[config.mk]
export PLATFORM = sky130hd
export DESIGN_NAME = st7735_top
export DESIGN_NICKNAME = d
export VERILOG_FILES = /design/src/lcd_pkg.sv /design/src/st7735_top.sv /design/src/spi_byte_tx.sv /design/src/bus_arbiter.sv /design/src/pixel_streamer.sv /design/src/init_sequencer.sv /design/src/init_rom.sv
export SDC_FILE = /design/constraint.sdc
export NUM_CORES = 1
export LEC_CHECK = 0
export BUFFER_PORTS_ARGS = -buffer_cell sky130_fd_sc_hd__buf_2
export CORE_MARGIN = 4
export CORE_UTILIZATION = 40
export CTS_BUF_LIST = sky130_fd_sc_hd__clkbuf_4 sky130_fd_sc_hd__clkbuf_8 sky130_fd_sc_hd__clkbuf_16
export DETAILED_ROUTE_END_ITERATION = 8
export SYNTH_ARGS = -nofsm -noshare
export SYNTH_HDL_FRONTEND = slang
export SYNTH_HIERARCHICAL = 1
export SYNTH_SLANG_ARGS = --single-unit
[constraint.sdc]
create_clock -name LCD_CLK -period 6.3 [get_ports LCD_CLK]
set_input_delay 0.945 -clock LCD_CLK [delete_from_list [all_inputs] [get_ports LCD_CLK]]
set_output_delay 0.945 -clock LCD_CLK [all_outputs]
set_load 0.03 [all_outputs]
[src/lcd_pkg.sv]
`default_nettype none

package lcd_pkg;

    // serial link payload
    typedef logic [7:0]  byte_t;
    // rgb565
    typedef logic [15:0] pixel_t;

    // init table entry is {kind, byte}
    typedef logic [9:0]  rom_entry_t;
    typedef logic [1:0]  rom_kind_t;
    typedef logic [4:0]  rom_addr_t;

    localparam rom_kind_t KIND_CMD  = 2'd0;
    localparam rom_kind_t KIND_DATA = 2'd1;
    localparam rom_kind_t KIND_WAIT = 2'd2;
    localparam rom_kind_t KIND_END  = 2'd3;

    // slots in the table, the tail past the last command reads as END
    localparam int INIT_LEN = 20;

    // st7735 command set in use
    localparam byte_t CMD_SLPOUT = 8'h11;
    localparam byte_t CMD_INVON  = 8'h21;
    localparam byte_t CMD_DISPON = 8'h29;
    localparam byte_t CMD_CASET  = 8'h2A;
    localparam byte_t CMD_RASET  = 8'h2B;
    localparam byte_t CMD_RAMWR  = 8'h2C;
    localparam byte_t CMD_MADCTL = 8'h36;
    localparam byte_t CMD_COLMOD = 8'h3A;

    localparam byte_t COLMOD_16BIT   = 8'h05;
    localparam byte_t MADCTL_DEFAULT = 8'h00;

    localparam int DEFAULT_WIDTH  = 160;
    localparam int DEFAULT_HEIGHT = 120;

    // 100 ms at 12 MHz
    localparam int DEFAULT_DELAY_CYCLES = 1_200_000;
    localparam int DELAY_W = 21;

    // sck low then high, one system cycle each
    localparam int BIT_CYCLES = 2;

endpackage

`default_nettype wire
[src/st7735_top.sv]
`timescale 1ns/1ps
`default_nettype none

module st7735_top #(
    parameter int WIDTH        = lcd_pkg::DEFAULT_WIDTH,
    parameter int HEIGHT       = lcd_pkg::DEFAULT_HEIGHT,
    parameter int DELAY_CYCLES = lcd_pkg::DEFAULT_DELAY_CYCLES
) (
    input  logic            LCD_CLK,
    input  logic            arst_n,
    input  lcd_pkg::pixel_t fill_color,
    output logic            cs,
    output logic            sck,
    output logic            mosi,
    output logic            dc,
    output logic            lcd_rst
);
    import lcd_pkg::*;

    logic  init_req, init_grant, init_done, init_dc, init_start;
    logic  frame_req, frame_grant, frame_done, frame_dc, frame_start;
    logic  tx_busy, tx_done, tx_dc, tx_start;
    byte_t init_byte, frame_byte, tx_byte;

    init_sequencer #(
        .WIDTH       (WIDTH),
        .HEIGHT      (HEIGHT),
        .DELAY_CYCLES(DELAY_CYCLES)
    ) u_init (
        .LCD_CLK(LCD_CLK), .arst_n(arst_n), .grant(init_grant), .done(init_done),
        .req(init_req), .byte_out(init_byte), .dc(init_dc), .start(init_start),
        .lcd_rst(lcd_rst)
    );

    pixel_streamer #(
        .WIDTH (WIDTH),
        .HEIGHT(HEIGHT)
    ) u_pixels (
        .LCD_CLK(LCD_CLK), .arst_n(arst_n), .grant(frame_grant), .done(frame_done),
        .fill_color(fill_color), .req(frame_req), .byte_out(frame_byte), .dc(frame_dc),
        .start(frame_start)
    );

    bus_arbiter u_arb (
        .LCD_CLK(LCD_CLK), .arst_n(arst_n), .init_req(init_req), .frame_req(frame_req),
        .init_byte(init_byte), .init_dc(init_dc), .init_start(init_start),
        .frame_byte(frame_byte), .frame_dc(frame_dc), .frame_start(frame_start),
        .tx_busy(tx_busy), .tx_done(tx_done), .init_grant(init_grant),
        .frame_grant(frame_grant), .init_done(init_done), .frame_done(frame_done),
        .tx_byte(tx_byte), .tx_dc(tx_dc), .tx_start(tx_start)
    );

    spi_byte_tx u_tx (
        .LCD_CLK(LCD_CLK), .arst_n(arst_n), .start(tx_start), .byte_in(tx_byte),
        .dc_in(tx_dc), .busy(tx_busy), .done(tx_done), .cs(cs), .sck(sck), .mosi(mosi),
        .dc(dc)
    );

endmodule

`default_nettype wire

[src/spi_byte_tx.sv]
`timescale 1ns/1ps
`default_nettype none

module spi_byte_tx (
    input  logic           LCD_CLK,
    input  logic           arst_n,
    input  logic           start,
    input  lcd_pkg::byte_t byte_in,
    input  logic           dc_in,
    output logic           busy,
    output logic           done,
    output logic           cs,
    output logic           sck,
    output logic           mosi,
    output logic           dc
);
    import lcd_pkg::*;

    localparam int PH_W = (BIT_CYCLES > 1) ? $clog2(BIT_CYCLES) : 1;

    byte_t           shift_q;
    logic [2:0]      bit_cnt;
    logic [PH_W-1:0] phase;
    logic            last_phase;
    logic            rise_phase;

    assign last_phase = (phase == PH_W'(BIT_CYCLES - 1));
    assign rise_phase = (phase == PH_W'(BIT_CYCLES / 2 - 1));

    always_ff @(posedge LCD_CLK or negedge arst_n) begin
        if (!arst_n) begin
            busy    <= 1'b0;
            done    <= 1'b0;
            cs      <= 1'b1;
            sck     <= 1'b1;
            mosi    <= 1'b0;
            dc      <= 1'b1;
            bit_cnt <= '0;
            phase   <= '0;
        end else begin
            done <= 1'b0;
            if (!busy) begin
                if (start) begin
                    busy    <= 1'b1;
                    cs      <= 1'b0;
                    sck     <= 1'b0;
                    mosi    <= byte_in[7];
                    dc      <= dc_in;
                    bit_cnt <= '0;
                    phase   <= '0;
                end
            end else if (last_phase) begin
                phase <= '0;
                // panel has sampled the last bit, close the frame
                if (bit_cnt == 3'd7) begin
                    busy <= 1'b0;
                    cs   <= 1'b1;
                    sck  <= 1'b1;
                    done <= 1'b1;
                end else begin
                    bit_cnt <= bit_cnt + 1'b1;
                    sck     <= 1'b0;
                    mosi    <= shift_q[6];
                end
            end else begin
                phase <= phase + 1'b1;
                if (rise_phase) begin
                    sck <= 1'b1;
                end
            end
        end
    end

    // msb first
    always_ff @(posedge LCD_CLK) begin
        if (!busy && start) begin
            shift_q <= byte_in;
        end else if (busy && last_phase) begin
            shift_q <= shift_q << 1;
        end
    end

endmodule

`default_nettype wire

[src/bus_arbiter.sv]
`timescale 1ns/1ps
`default_nettype none

module bus_arbiter (
    input  logic           LCD_CLK,
    input  logic           arst_n,
    input  logic           init_req,
    input  logic           frame_req,
    input  lcd_pkg::byte_t init_byte,
    input  logic           init_dc,
    input  logic           init_start,
    input  lcd_pkg::byte_t frame_byte,
    input  logic           frame_dc,
    input  logic           frame_start,
    input  logic           tx_busy,
    input  logic           tx_done,
    output logic           init_grant,
    output logic           frame_grant,
    output logic           init_done,
    output logic           frame_done,
    output lcd_pkg::byte_t tx_byte,
    output logic           tx_dc,
    output logic           tx_start
);

    // init wins, ownership only moves between bytes
    always_ff @(posedge LCD_CLK or negedge arst_n) begin
        if (!arst_n) begin
            init_grant  <= 1'b0;
            frame_grant <= 1'b0;
        end else if (!tx_busy) begin
            init_grant  <= init_req;
            frame_grant <= frame_req && !init_req;
        end
    end

    assign tx_byte  = frame_grant ? frame_byte : init_byte;
    assign tx_dc    = frame_grant ? frame_dc : init_dc;
    assign tx_start = (init_grant && init_start) || (frame_grant && frame_start);

    assign init_done  = init_grant && tx_done;
    assign frame_done = frame_grant && tx_done;

endmodule

`default_nettype wire

[src/pixel_streamer.sv]
`timescale 1ns/1ps
`default_nettype none

module pixel_streamer #(
    parameter int WIDTH  = lcd_pkg::DEFAULT_WIDTH,
    parameter int HEIGHT = lcd_pkg::DEFAULT_HEIGHT
) (
    input  logic            LCD_CLK,
    input  logic            arst_n,
    input  logic            grant,
    input  logic            done,
    input  lcd_pkg::pixel_t fill_color,
    output logic            req,
    output lcd_pkg::byte_t  byte_out,
    output logic            dc,
    output logic            start
);
    import lcd_pkg::*;

    typedef enum logic [1:0] {
        ST_CMD,
        ST_CMD_WAIT,
        ST_PIX,
        ST_PIX_WAIT
    } state_t;

    localparam int FRAME_BYTES = 2 * WIDTH * HEIGHT;
    localparam int CNT_W       = $clog2(FRAME_BYTES + 1);

    state_t           state;
    logic [CNT_W-1:0] byte_cnt;
    logic [CNT_W-1:0] cnt_next;
    pixel_t           color_q;

    assign cnt_next = byte_cnt + 1'b1;

    always_ff @(posedge LCD_CLK or negedge arst_n) begin
        if (!arst_n) begin
            state    <= ST_CMD;
            byte_cnt <= '0;
            req      <= 1'b0;
            start    <= 1'b0;
        end else begin
            req   <= 1'b1;
            start <= 1'b0;
            case (state)
                ST_CMD: begin
                    if (grant) begin
                        start    <= 1'b1;
                        byte_cnt <= '0;
                        state    <= ST_CMD_WAIT;
                    end
                end
                ST_CMD_WAIT: begin
                    if (done) begin
                        state <= ST_PIX;
                    end
                end
                ST_PIX: begin
                    if (grant) begin
                        start <= 1'b1;
                        state <= ST_PIX_WAIT;
                    end
                end
                ST_PIX_WAIT: begin
                    if (done) begin
                        if (cnt_next == CNT_W'(FRAME_BYTES)) begin
                            byte_cnt <= '0;
                            state    <= ST_CMD;
                        end else begin
                            byte_cnt <= cnt_next;
                            state    <= ST_PIX;
                        end
                    end
                end
                default: begin
                    state <= ST_CMD;
                end
            endcase
        end
    end

    // colour is frozen for the whole frame once RAMWR goes out
    always_ff @(posedge LCD_CLK) begin
        if (state == ST_CMD) begin
            color_q  <= fill_color;
            byte_out <= CMD_RAMWR;
            dc       <= 1'b0;
        end else if (state == ST_PIX) begin
            byte_out <= byte_cnt[0] ? color_q[7:0] : color_q[15:8];
            dc       <= 1'b1;
        end
    end

endmodule

`default_nettype wire

[src/init_sequencer.sv]
`timescale 1ns/1ps
`default_nettype none

module init_sequencer #(
    parameter int WIDTH        = lcd_pkg::DEFAULT_WIDTH,
    parameter int HEIGHT       = lcd_pkg::DEFAULT_HEIGHT,
    parameter int DELAY_CYCLES = lcd_pkg::DEFAULT_DELAY_CYCLES
) (
    input  logic           LCD_CLK,
    input  logic           arst_n,
    input  logic           grant,
    input  logic           done,
    output logic           req,
    output lcd_pkg::byte_t byte_out,
    output logic           dc,
    output logic           start,
    output logic           lcd_rst
);
    import lcd_pkg::*;

    typedef enum logic [2:0] {
        ST_RST_LOW,
        ST_WAKE,
        ST_FETCH,
        ST_SEND,
        ST_WAIT,
        ST_DONE
    } state_t;

    state_t             state;
    rom_addr_t          addr;
    rom_entry_t         entry;
    rom_kind_t          kind;
    logic [DELAY_W-1:0] delay_cnt;
    logic               delay_end;

    init_rom #(
        .WIDTH (WIDTH),
        .HEIGHT(HEIGHT)
    ) u_rom (
        .addr (addr),
        .entry(entry)
    );

    assign kind      = entry[9:8];
    assign delay_end = (delay_cnt == DELAY_W'(DELAY_CYCLES - 1));

    always_ff @(posedge LCD_CLK or negedge arst_n) begin
        if (!arst_n) begin
            state     <= ST_RST_LOW;
            addr      <= '0;
            delay_cnt <= '0;
            req       <= 1'b0;
            start     <= 1'b0;
            lcd_rst   <= 1'b0;
        end else begin
            start <= 1'b0;
            case (state)
                ST_RST_LOW: begin
                    req <= 1'b1;
                    if (delay_end) begin
                        delay_cnt <= '0;
                        lcd_rst   <= 1'b1;
                        state     <= ST_WAKE;
                    end else begin
                        delay_cnt <= delay_cnt + 1'b1;
                    end
                end
                // panel needs time after the reset pin rises
                ST_WAKE: begin
                    if (delay_end) begin
                        delay_cnt <= '0;
                        state     <= ST_FETCH;
                    end else begin
                        delay_cnt <= delay_cnt + 1'b1;
                    end
                end
                ST_FETCH: begin
                    if (kind == KIND_END) begin
                        req   <= 1'b0;
                        state <= ST_DONE;
                    end else if (kind == KIND_WAIT) begin
                        state <= ST_WAIT;
                    end else if (grant) begin
                        start <= 1'b1;
                        state <= ST_SEND;
                    end
                end
                ST_SEND: begin
                    if (done) begin
                        addr  <= addr + 1'b1;
                        state <= ST_FETCH;
                    end
                end
                ST_WAIT: begin
                    if (delay_end) begin
                        delay_cnt <= '0;
                        addr      <= addr + 1'b1;
                        state     <= ST_FETCH;
                    end else begin
                        delay_cnt <= delay_cnt + 1'b1;
                    end
                end
                ST_DONE: begin
                    state <= ST_DONE;
                end
                default: begin
                    state <= ST_RST_LOW;
                end
            endcase
        end
    end

    // byte and flag follow the entry under fetch
    always_ff @(posedge LCD_CLK) begin
        if (state == ST_FETCH) begin
            byte_out <= entry[7:0];
            dc       <= (kind == KIND_DATA);
        end
    end

endmodule

`default_nettype wire

[src/init_rom.sv]
`timescale 1ns/1ps
`default_nettype none

module init_rom #(
    parameter int WIDTH  = lcd_pkg::DEFAULT_WIDTH,
    parameter int HEIGHT = lcd_pkg::DEFAULT_HEIGHT
) (
    input  lcd_pkg::rom_addr_t  addr,
    output lcd_pkg::rom_entry_t entry
);
    import lcd_pkg::*;

    byte_t col_end;
    byte_t row_end;

    // window covers the whole panel
    assign col_end = byte_t'(WIDTH - 1);
    assign row_end = byte_t'(HEIGHT - 1);

    always_comb begin
        entry = {KIND_END, 8'h00};
        if (addr < INIT_LEN) begin
            case (addr)
                5'd0:  entry = {KIND_CMD, CMD_SLPOUT};
                5'd1:  entry = {KIND_WAIT, 8'h00};
                5'd2:  entry = {KIND_CMD, CMD_COLMOD};
                5'd3:  entry = {KIND_DATA, COLMOD_16BIT};
                5'd4:  entry = {KIND_CMD, CMD_MADCTL};
                5'd5:  entry = {KIND_DATA, MADCTL_DEFAULT};
                5'd6:  entry = {KIND_CMD, CMD_INVON};
                5'd7:  entry = {KIND_CMD, CMD_CASET};
                5'd8:  entry = {KIND_DATA, 8'h00};
                5'd9:  entry = {KIND_DATA, 8'h00};
                5'd10: entry = {KIND_DATA, 8'h00};
                5'd11: entry = {KIND_DATA, col_end};
                5'd12: entry = {KIND_CMD, CMD_RASET};
                5'd13: entry = {KIND_DATA, 8'h00};
                5'd14: entry = {KIND_DATA, 8'h00};
                5'd15: entry = {KIND_DATA, 8'h00};
                5'd16: entry = {KIND_DATA, row_end};
                5'd17: entry = {KIND_CMD, CMD_DISPON};
                5'd18: entry = {KIND_END, 8'h00};
            endcase
        end
    end

endmodule

`default_nettype wire

== Word level (Yosys, flattened, before mapping) ==
Cells that the tools add are included.

* $add $sub $neg: 5
* Magnitude comparators: 1
* Equal/unequal tests: 44
* Muxes and demuxes: 59
* Bitwise gates (word level): 1
* Reduce and logical (&&, ||, !) cells: 31

{| class="wikitable"
|+ Operators by type and width
! operator !! number
|-
| one-hot mux 10 bit (12 select lines) || 1
|-
| 2-to-1 mux 16 bit || 3
|-
| equality test 5 x 4 -> 1 bit, second input constant || 8
|-
| one-hot mux 16 bit (2 select lines) || 1
|-
| 2-to-1 mux 3 bit || 10
|-
| 2-to-1 mux 1 bit || 27
|-
| adder 21 x 1 -> 21 bit, second input constant || 1
|-
| equality test 21 bit, second input constant || 1
|-
| 2-to-1 mux 21 bit || 1
|-
| equality test 5 x 3 -> 1 bit, second input constant || 4
|-
| adder 16 x 1 -> 16 bit, second input constant || 1
|-
| equality test 16 bit, second input constant || 1
|-
| 2-to-1 mux 8 bit || 2
|-
| one-hot mux 3 bit (5 select lines) || 1
|-
| 2-to-1 mux 7 bit || 2
|-
| inequality test 2 x 1 -> 1 bit, second input constant || 6
|-
| inequality test 2 bit, second input constant || 6
|-
| AND reduction 3 bit || 4
|-
| equality test 5 x 2 -> 1 bit, second input constant || 2
|-
| equality test 5 bit, second input constant || 2
|-
| 2-to-1 mux 10 bit || 1
|-
| 2-to-1 mux 2 bit || 5
|-
| 2-to-1 mux 5 bit || 2
|-
| one-hot mux 5 bit (2 select lines) || 1
|-
| 26 further kinds || 48
|}

* Register bits after elaboration: 105
* Bits of input ports: 18
* Output and inout bits: 5
* Logic and storage cells: 167

== Depth between registers and ports, before layout ==
* Depth after elaboration: 8
* Depth in mapped cells: 8
* Mapped depth without buffers: 7

== Cells and area by module ==
The synthesis kept the hierarchy.

{| class="wikitable"
|+ By module, submodules not included
! module !! times used !! cells an instance !! area each (um^2) !! sequential area each (um^2)
|-
| pixel_streamer || 1 || 195 || 2205.9 || 1161.1
|-
| init_sequencer || 1 || 181 || 1948.1 || 1071.0
|-
| spi_byte_tx || 1 || 57 || 804.5 || 464.2
|-
| init_rom || 1 || 44 || 314.1 || 0.0
|-
| bus_arbiter || 1 || 19 || 239.0 || 50.0
|}

== Least setup slack after synthesis ==
OpenSTA, ideal clock, no wires.

* Path type: register to register
* Start point: register u_pixels.byte_cnt[6]
* End point: register u_pixels.byte_cnt[12]
* Arrival time: 1945 ps
* Required time: 6182 ps
* Path slack: 4237 ps
* Stages on the path, launching flop included: 8
* Path buffers: 1
* Clock period less this slack: 2063 ps
* Path through: dfrtp_1 > buf_6 > or4_4 > o22ai_2 > o211ai_2 > a2111oi_4 > o31ai_1 > a21o_1

* Cells in the longest elaborated chain, start to end: 5

{| class="wikitable"
|+ RTL lines
! element !! RTL line !! RTL
|-
| start, declared || pixel_streamer.sv:31 || <nowiki>logic [CNT_W-1:0] byte_cnt;</nowiki>
|-
| start signal, assigned || pixel_streamer.sv:71 || <nowiki>byte_cnt <= cnt_next;</nowiki>
|-
| adder 16 x 1 -> 16 bit * || pixel_streamer.sv:35 || <nowiki>assign cnt_next = byte_cnt + 1'b1;</nowiki>
|-
| equality test 16 bit || pixel_streamer.sv:67 || <nowiki>if (cnt_next == CNT_W'(FRAME_BYTES)) begin</nowiki>
|-
| 2-to-1 mux 16 bit * || pixel_streamer.sv:67 ||
|-
| 2-to-1 mux 16 bit * || pixel_streamer.sv:66 || <nowiki>if (done) begin</nowiki>
|-
| one-hot mux 16 bit (2 select lines) * || pixel_streamer.sv:46 || <nowiki>case (state)</nowiki>
|}

Mark *: on every way between the ends. The rest lies on a longest branch, timed or not. The select of a mux whose other input is x is not followed.
A chain may end at the register's enable or synchronous reset.

== Worst setup path in the final report ==
* Start point: register u_pixels.byte_cnt[0]
* End point: register u_pixels.byte_cnt[12]

Same word-level chain as after synthesis.

==> qor.yml <==
synth_edf_count: 32
postCtsSetupRepairBufs: 0
pwr-share-comb_pct: 1.5
first_global_vias: 3759
rsz0062_at_grt: "no"
ctsRootBufferMaster: "sky130_fd_sc_hd__clkbuf_16"
synth-seq-cells: 105
critical_path.cell_chain: "ha_1 -> nand3_2 -> nor4_2 -> o211ai_2 -> a2111oi_4 -> o31ai_1 -> a21o_1"
core-area_sq_mm: 0.0133
fin_util_pct: 44.7
route.detailed.drc: 0
power.switching_fraction_pct: 20.0
dpl-instance-area_sq_mm: 0.00568
cp_slowest_cell: "sky130_fd_sc_hd__dfrtp_1"
totalWireLength_um: 10900
rows: 42
syn_area_per_cell_sq_um: 11.1
setup_violations: 0
grt_pass1_wl_um: 18700
final_cell_area_sq_mm: 0.00596
cts_max_path_buffers: 2
drive_gt1_share_pct: 18.1
netlist_area_sq_mm: 0.00551
via_count: 3808
final_max_slew_viol_count: 0
arrival_time_at_the_worst_endpoint_ps: 3010
power_switching_w: 0.000257
htree_num_levels: 3
seq_area_frac_synth_pct: 49.8
share_seq_of_total_power_pct: 55.3
gp_congestion: 0.795
cts.sinks: 105
global_route.usage.total_pct: 14.5
power-per-cell-area_mw_per_mm2: 215
critical-path-max-stage-delay_ps: 760
clock_latency_ps: 350
power_frac_clock_pct: 43.2
via_per_inst: 5.53
reg2reg_slack_ps: 3540
yosysUniqueCellTypes: 88
power.leakage_nw: 2.33
flow.area_growth_from_synthesis_pct: 8.20
die_x_um: 125
nNetsFinal: 532
finalSetupTns_ps: 0
setup_slack_at_placement_ps: 3600
holdPathStages: 1
report.final.hold_viol_count: 0
slew_headroom_pct: 27.8
timing.final.crit_period_ps: 2760
global_route.overflow_total: 0
cts-resized-gates: 0
asyncSetResetFlopFracSynth_pct: 61.0
post_drt_wl_per_cell_um: 15.8
dieHeight_um: 125
skew_ps: 3.94
vdd.ir_drop.worst_mv: 0.104
required_ps: 6540
syn_inst: 496
initial_core_util_pct: 41.3
intPower_w: 0.00103
outcome: "finished, final reports clean"
ys_dominant_reg_cell: "sky130_fd_sc_hd__dfrtp_1"
yosys_warnings: 6
maximum_number_of_pins_on_one_net_before_global_route_repair: 65
hold_path_startpoint: "u_init/lcd_rst"
r2r_cells: 7
drtAntennaViolNets: 0
end_kind: "register"
post_route_worst_setup_slack_ps: 3540
clock.fmax_mhz: 362
tritoncts.num_buffers: 9
min-delay-path-class: "register to register"
floorplan.die_area_sq_mm: 0.0157
portBuffers: 22
timing_worst_slew_pin_value_ps: 1070
number_of_iterations_in_the_first_detailed_routing_pass: 4
min_period_over_period_pct: 43.8
crit_path_max_fanout: 15
grt_antenna_before_repair: 0
cp-start-kind: "register"
dp_hpwl_um: 7530
cts_tree: "built"
postSynthNetCount: 520
clkTransAtPathRegs_ps: 60
timing.hold.worst_endpoint: "u_init/lcd_rst"
cts_hold_buf: 0
timing.rr.end: "u_pixels/byte_cnt[12]"
ios: 23
max_cap_viol_count: 0
setup.worst_path.class: "register to register"
launch_instance_of_the_worst_register_to_register_path: "u_pixels/byte_cnt[0]"
detailedRoute.firstIterationViolations: 246
number_of_diodes_added_for_antenna_fixing: 0
## synth_stat cells, types with 6 or more instances
cell type | number | share of area (%)
sky130_fd_sc_hd__o31ai_1 | 8 | 1.1
sky130_fd_sc_hd__o21ai_0 | 22 | 2.0
sky130_fd_sc_hd__o41ai_1 | 6 | 0.95
sky130_fd_sc_hd__a31oi_1 | 7 | 0.79
sky130_fd_sc_hd__ha_1 | 6 | 1.4
sky130_fd_sc_hd__and3_1 | 13 | 1.5
sky130_fd_sc_hd__nor4_1 | 6 | 0.68
sky130_fd_sc_hd__xnor2_1 | 13 | 2.1
sky130_fd_sc_hd__a21oi_1 | 19 | 1.7
sky130_fd_sc_hd__nand2b_1 | 10 | 1.1
sky130_fd_sc_hd__buf_6 | 8 | 1.6
sky130_fd_sc_hd__a21o_1 | 7 | 0.95
sky130_fd_sc_hd__mux2_4 | 7 | 1.9
sky130_fd_sc_hd__nand2_1 | 43 | 2.9
sky130_fd_sc_hd__nand4_1 | 13 | 1.5
sky130_fd_sc_hd__edfxtp_1 | 32 | 17
sky130_fd_sc_hd__nor2_1 | 23 | 1.6
sky130_fd_sc_hd__nor3_1 | 10 | 0.91
sky130_fd_sc_hd__dfxtp_1 | 9 | 3.3
sky130_fd_sc_hd__inv_1 | 14 | 0.95
sky130_fd_sc_hd__clkbuf_1 | 7 | 0.48
sky130_fd_sc_hd__mux2i_1 | 12 | 2.2
sky130_fd_sc_hd__mux2_2 | 12 | 2.5
sky130_fd_sc_hd__xor2_1 | 9 | 1.4
sky130_fd_sc_hd__nand3_1 | 14 | 1.3
sky130_fd_sc_hd__dfrtp_1 | 61 | 28
## area by class of cell
cell class / count / area (sq um)
inverters: 14 / 52.6
flip-flops and latches: 105 / 2750
fillers: 1291 / 7380
clock inverters: 5 / 47.5
clock buffers: 11 / 240
multi-input cells: 352 / 2520
repair buffers: 26 / 140
well taps: 176 / 220
## power groups by stage
stage          Clock, W  Sequential (W)  Combinational (W)
2_1_floorplan         0        0.000722         0.00000456
6_report       0.000554        0.000710          0.0000194
3_3_place_gp          0        0.000724          0.0000201
4_1_cts        0.000575        0.000710          0.0000208
3_5_place_dp          0        0.000724          0.0000208
5_1_grt        0.000603        0.000710          0.0000227
## logic make-up after synthesis
logic type,share of synthesized area (%)
buf+inv,4.52
xor+xnor,3.50
compound gates,13.5
simple gates,20.7
other cells,0.0680
flops,49.8
fa+ha+maj,1.36
mux,6.54
## stage by stage
stage	std cells	total power (W)	hold slack [ps]
6_report	689	0.00128	466
5_1_grt	689	0.00134	509
4_1_cts	689	0.00131	481
3_5_place_dp	673	0.000744	462
3_3_place_gp	673	0.000744	450
2_1_floorplan	496	0.000727	422
## sequential cells by signal (all words and copies together), names as in the netlist, 2 cells and up
| signal | flops |
|---|---|
| u_init/addr | 5 |
| u_init/byte_out | 8 |
| u_init/delay_cnt | 21 |
| u_init/state | 3 |
| u_pixels/byte_cnt | 16 |
| u_pixels/byte_out | 8 |
| u_pixels/color_q | 16 |
| u_pixels/state | 2 |
| u_tx/bit_cnt | 3 |
| u_tx/shift_q | 7 |
## worst max-delay path by stage
stage | start | to | slack [ps] | cells after the start
after floorplan | u_pixels/byte_cnt[6] | u_pixels/byte_cnt[12] | 4240 | 7
after global placement | u_pixels/byte_cnt[0] | u_pixels/byte_cnt[12] | 3670 | 7
after detailed placement | u_pixels/byte_cnt[0] | u_pixels/byte_cnt[2] | 3600 | 7
after CTS | u_pixels/byte_cnt[0] | u_pixels/byte_cnt[2] | 3580 | 7
after global routing | u_pixels/byte_cnt[0] | u_pixels/byte_cnt[2] | 3340 | 7
final | u_pixels/byte_cnt[0] | u_pixels/byte_cnt[12] | 3540 | 7
## per-layer routing
layer | track usage (%) | part of all wire, % | vias up
li1 | - | - | 1873
met1 | 19.8 | 50 | 1866
met2 | 22.1 | 45 | 50
met3 | 2.94 | 2.6 | 19
met4 | 6.76 | 2.4 | 0
met5 | 0 | 0 | -
## critical path, delay by kind of cell, from the launching register on
| family | cells | cell delay (ps) |
|---|---|---|
| AO/OA/AOI/OAI | 4 | 940 |
| adder cells (fa/ha/maj) | 1 | 350 |
| flip-flops | 1 | 760 |
| AND/OR/NAND/NOR | 2 | 600 |
## layout by cell type (no fill, tap or decap), types with 3 or more instances in the layout
cell                        count
sky130_fd_sc_hd__nor4_1         6
sky130_fd_sc_hd__buf_4          4
sky130_fd_sc_hd__a21oi_1       19
sky130_fd_sc_hd__a2bb2oi_1      5
sky130_fd_sc_hd__dfxtp_1        9
sky130_fd_sc_hd__nand2_1       43
sky130_fd_sc_hd__a21o_1         7
sky130_fd_sc_hd__nand4_1       13
sky130_fd_sc_hd__edfxtp_1      32
sky130_fd_sc_hd__nor2_1        23
sky130_fd_sc_hd__nor2b_1        5
sky130_fd_sc_hd__dfrtp_1       61
sky130_fd_sc_hd__nand2b_1      10
sky130_fd_sc_hd__mux2_4         7
sky130_fd_sc_hd__xnor2_1       13
sky130_fd_sc_hd__o41ai_1        6
sky130_fd_sc_hd__dfstp_2        3
sky130_fd_sc_hd__o21ai_0       22
sky130_fd_sc_hd__and3_1        13
sky130_fd_sc_hd__and2_1         3
sky130_fd_sc_hd__clkbuf_16      9
sky130_fd_sc_hd__or3_1          4
sky130_fd_sc_hd__ha_1           6
sky130_fd_sc_hd__mux2i_1       12
sky130_fd_sc_hd__nor3_1        10
sky130_fd_sc_hd__inv_1         14
sky130_fd_sc_hd__nand3_1       14
sky130_fd_sc_hd__o22ai_1        3
sky130_fd_sc_hd__o31ai_1        8
sky130_fd_sc_hd__buf_2         22
sky130_fd_sc_hd__a31oi_1        7
sky130_fd_sc_hd__nor3b_1        5
sky130_fd_sc_hd__mux2_2        12
sky130_fd_sc_hd__xor2_1         9
sky130_fd_sc_hd__nand4b_1       3
sky130_fd_sc_hd__and3_2         5
sky130_fd_sc_hd__nor4b_1        4
(Power assumes the default switching activity.)
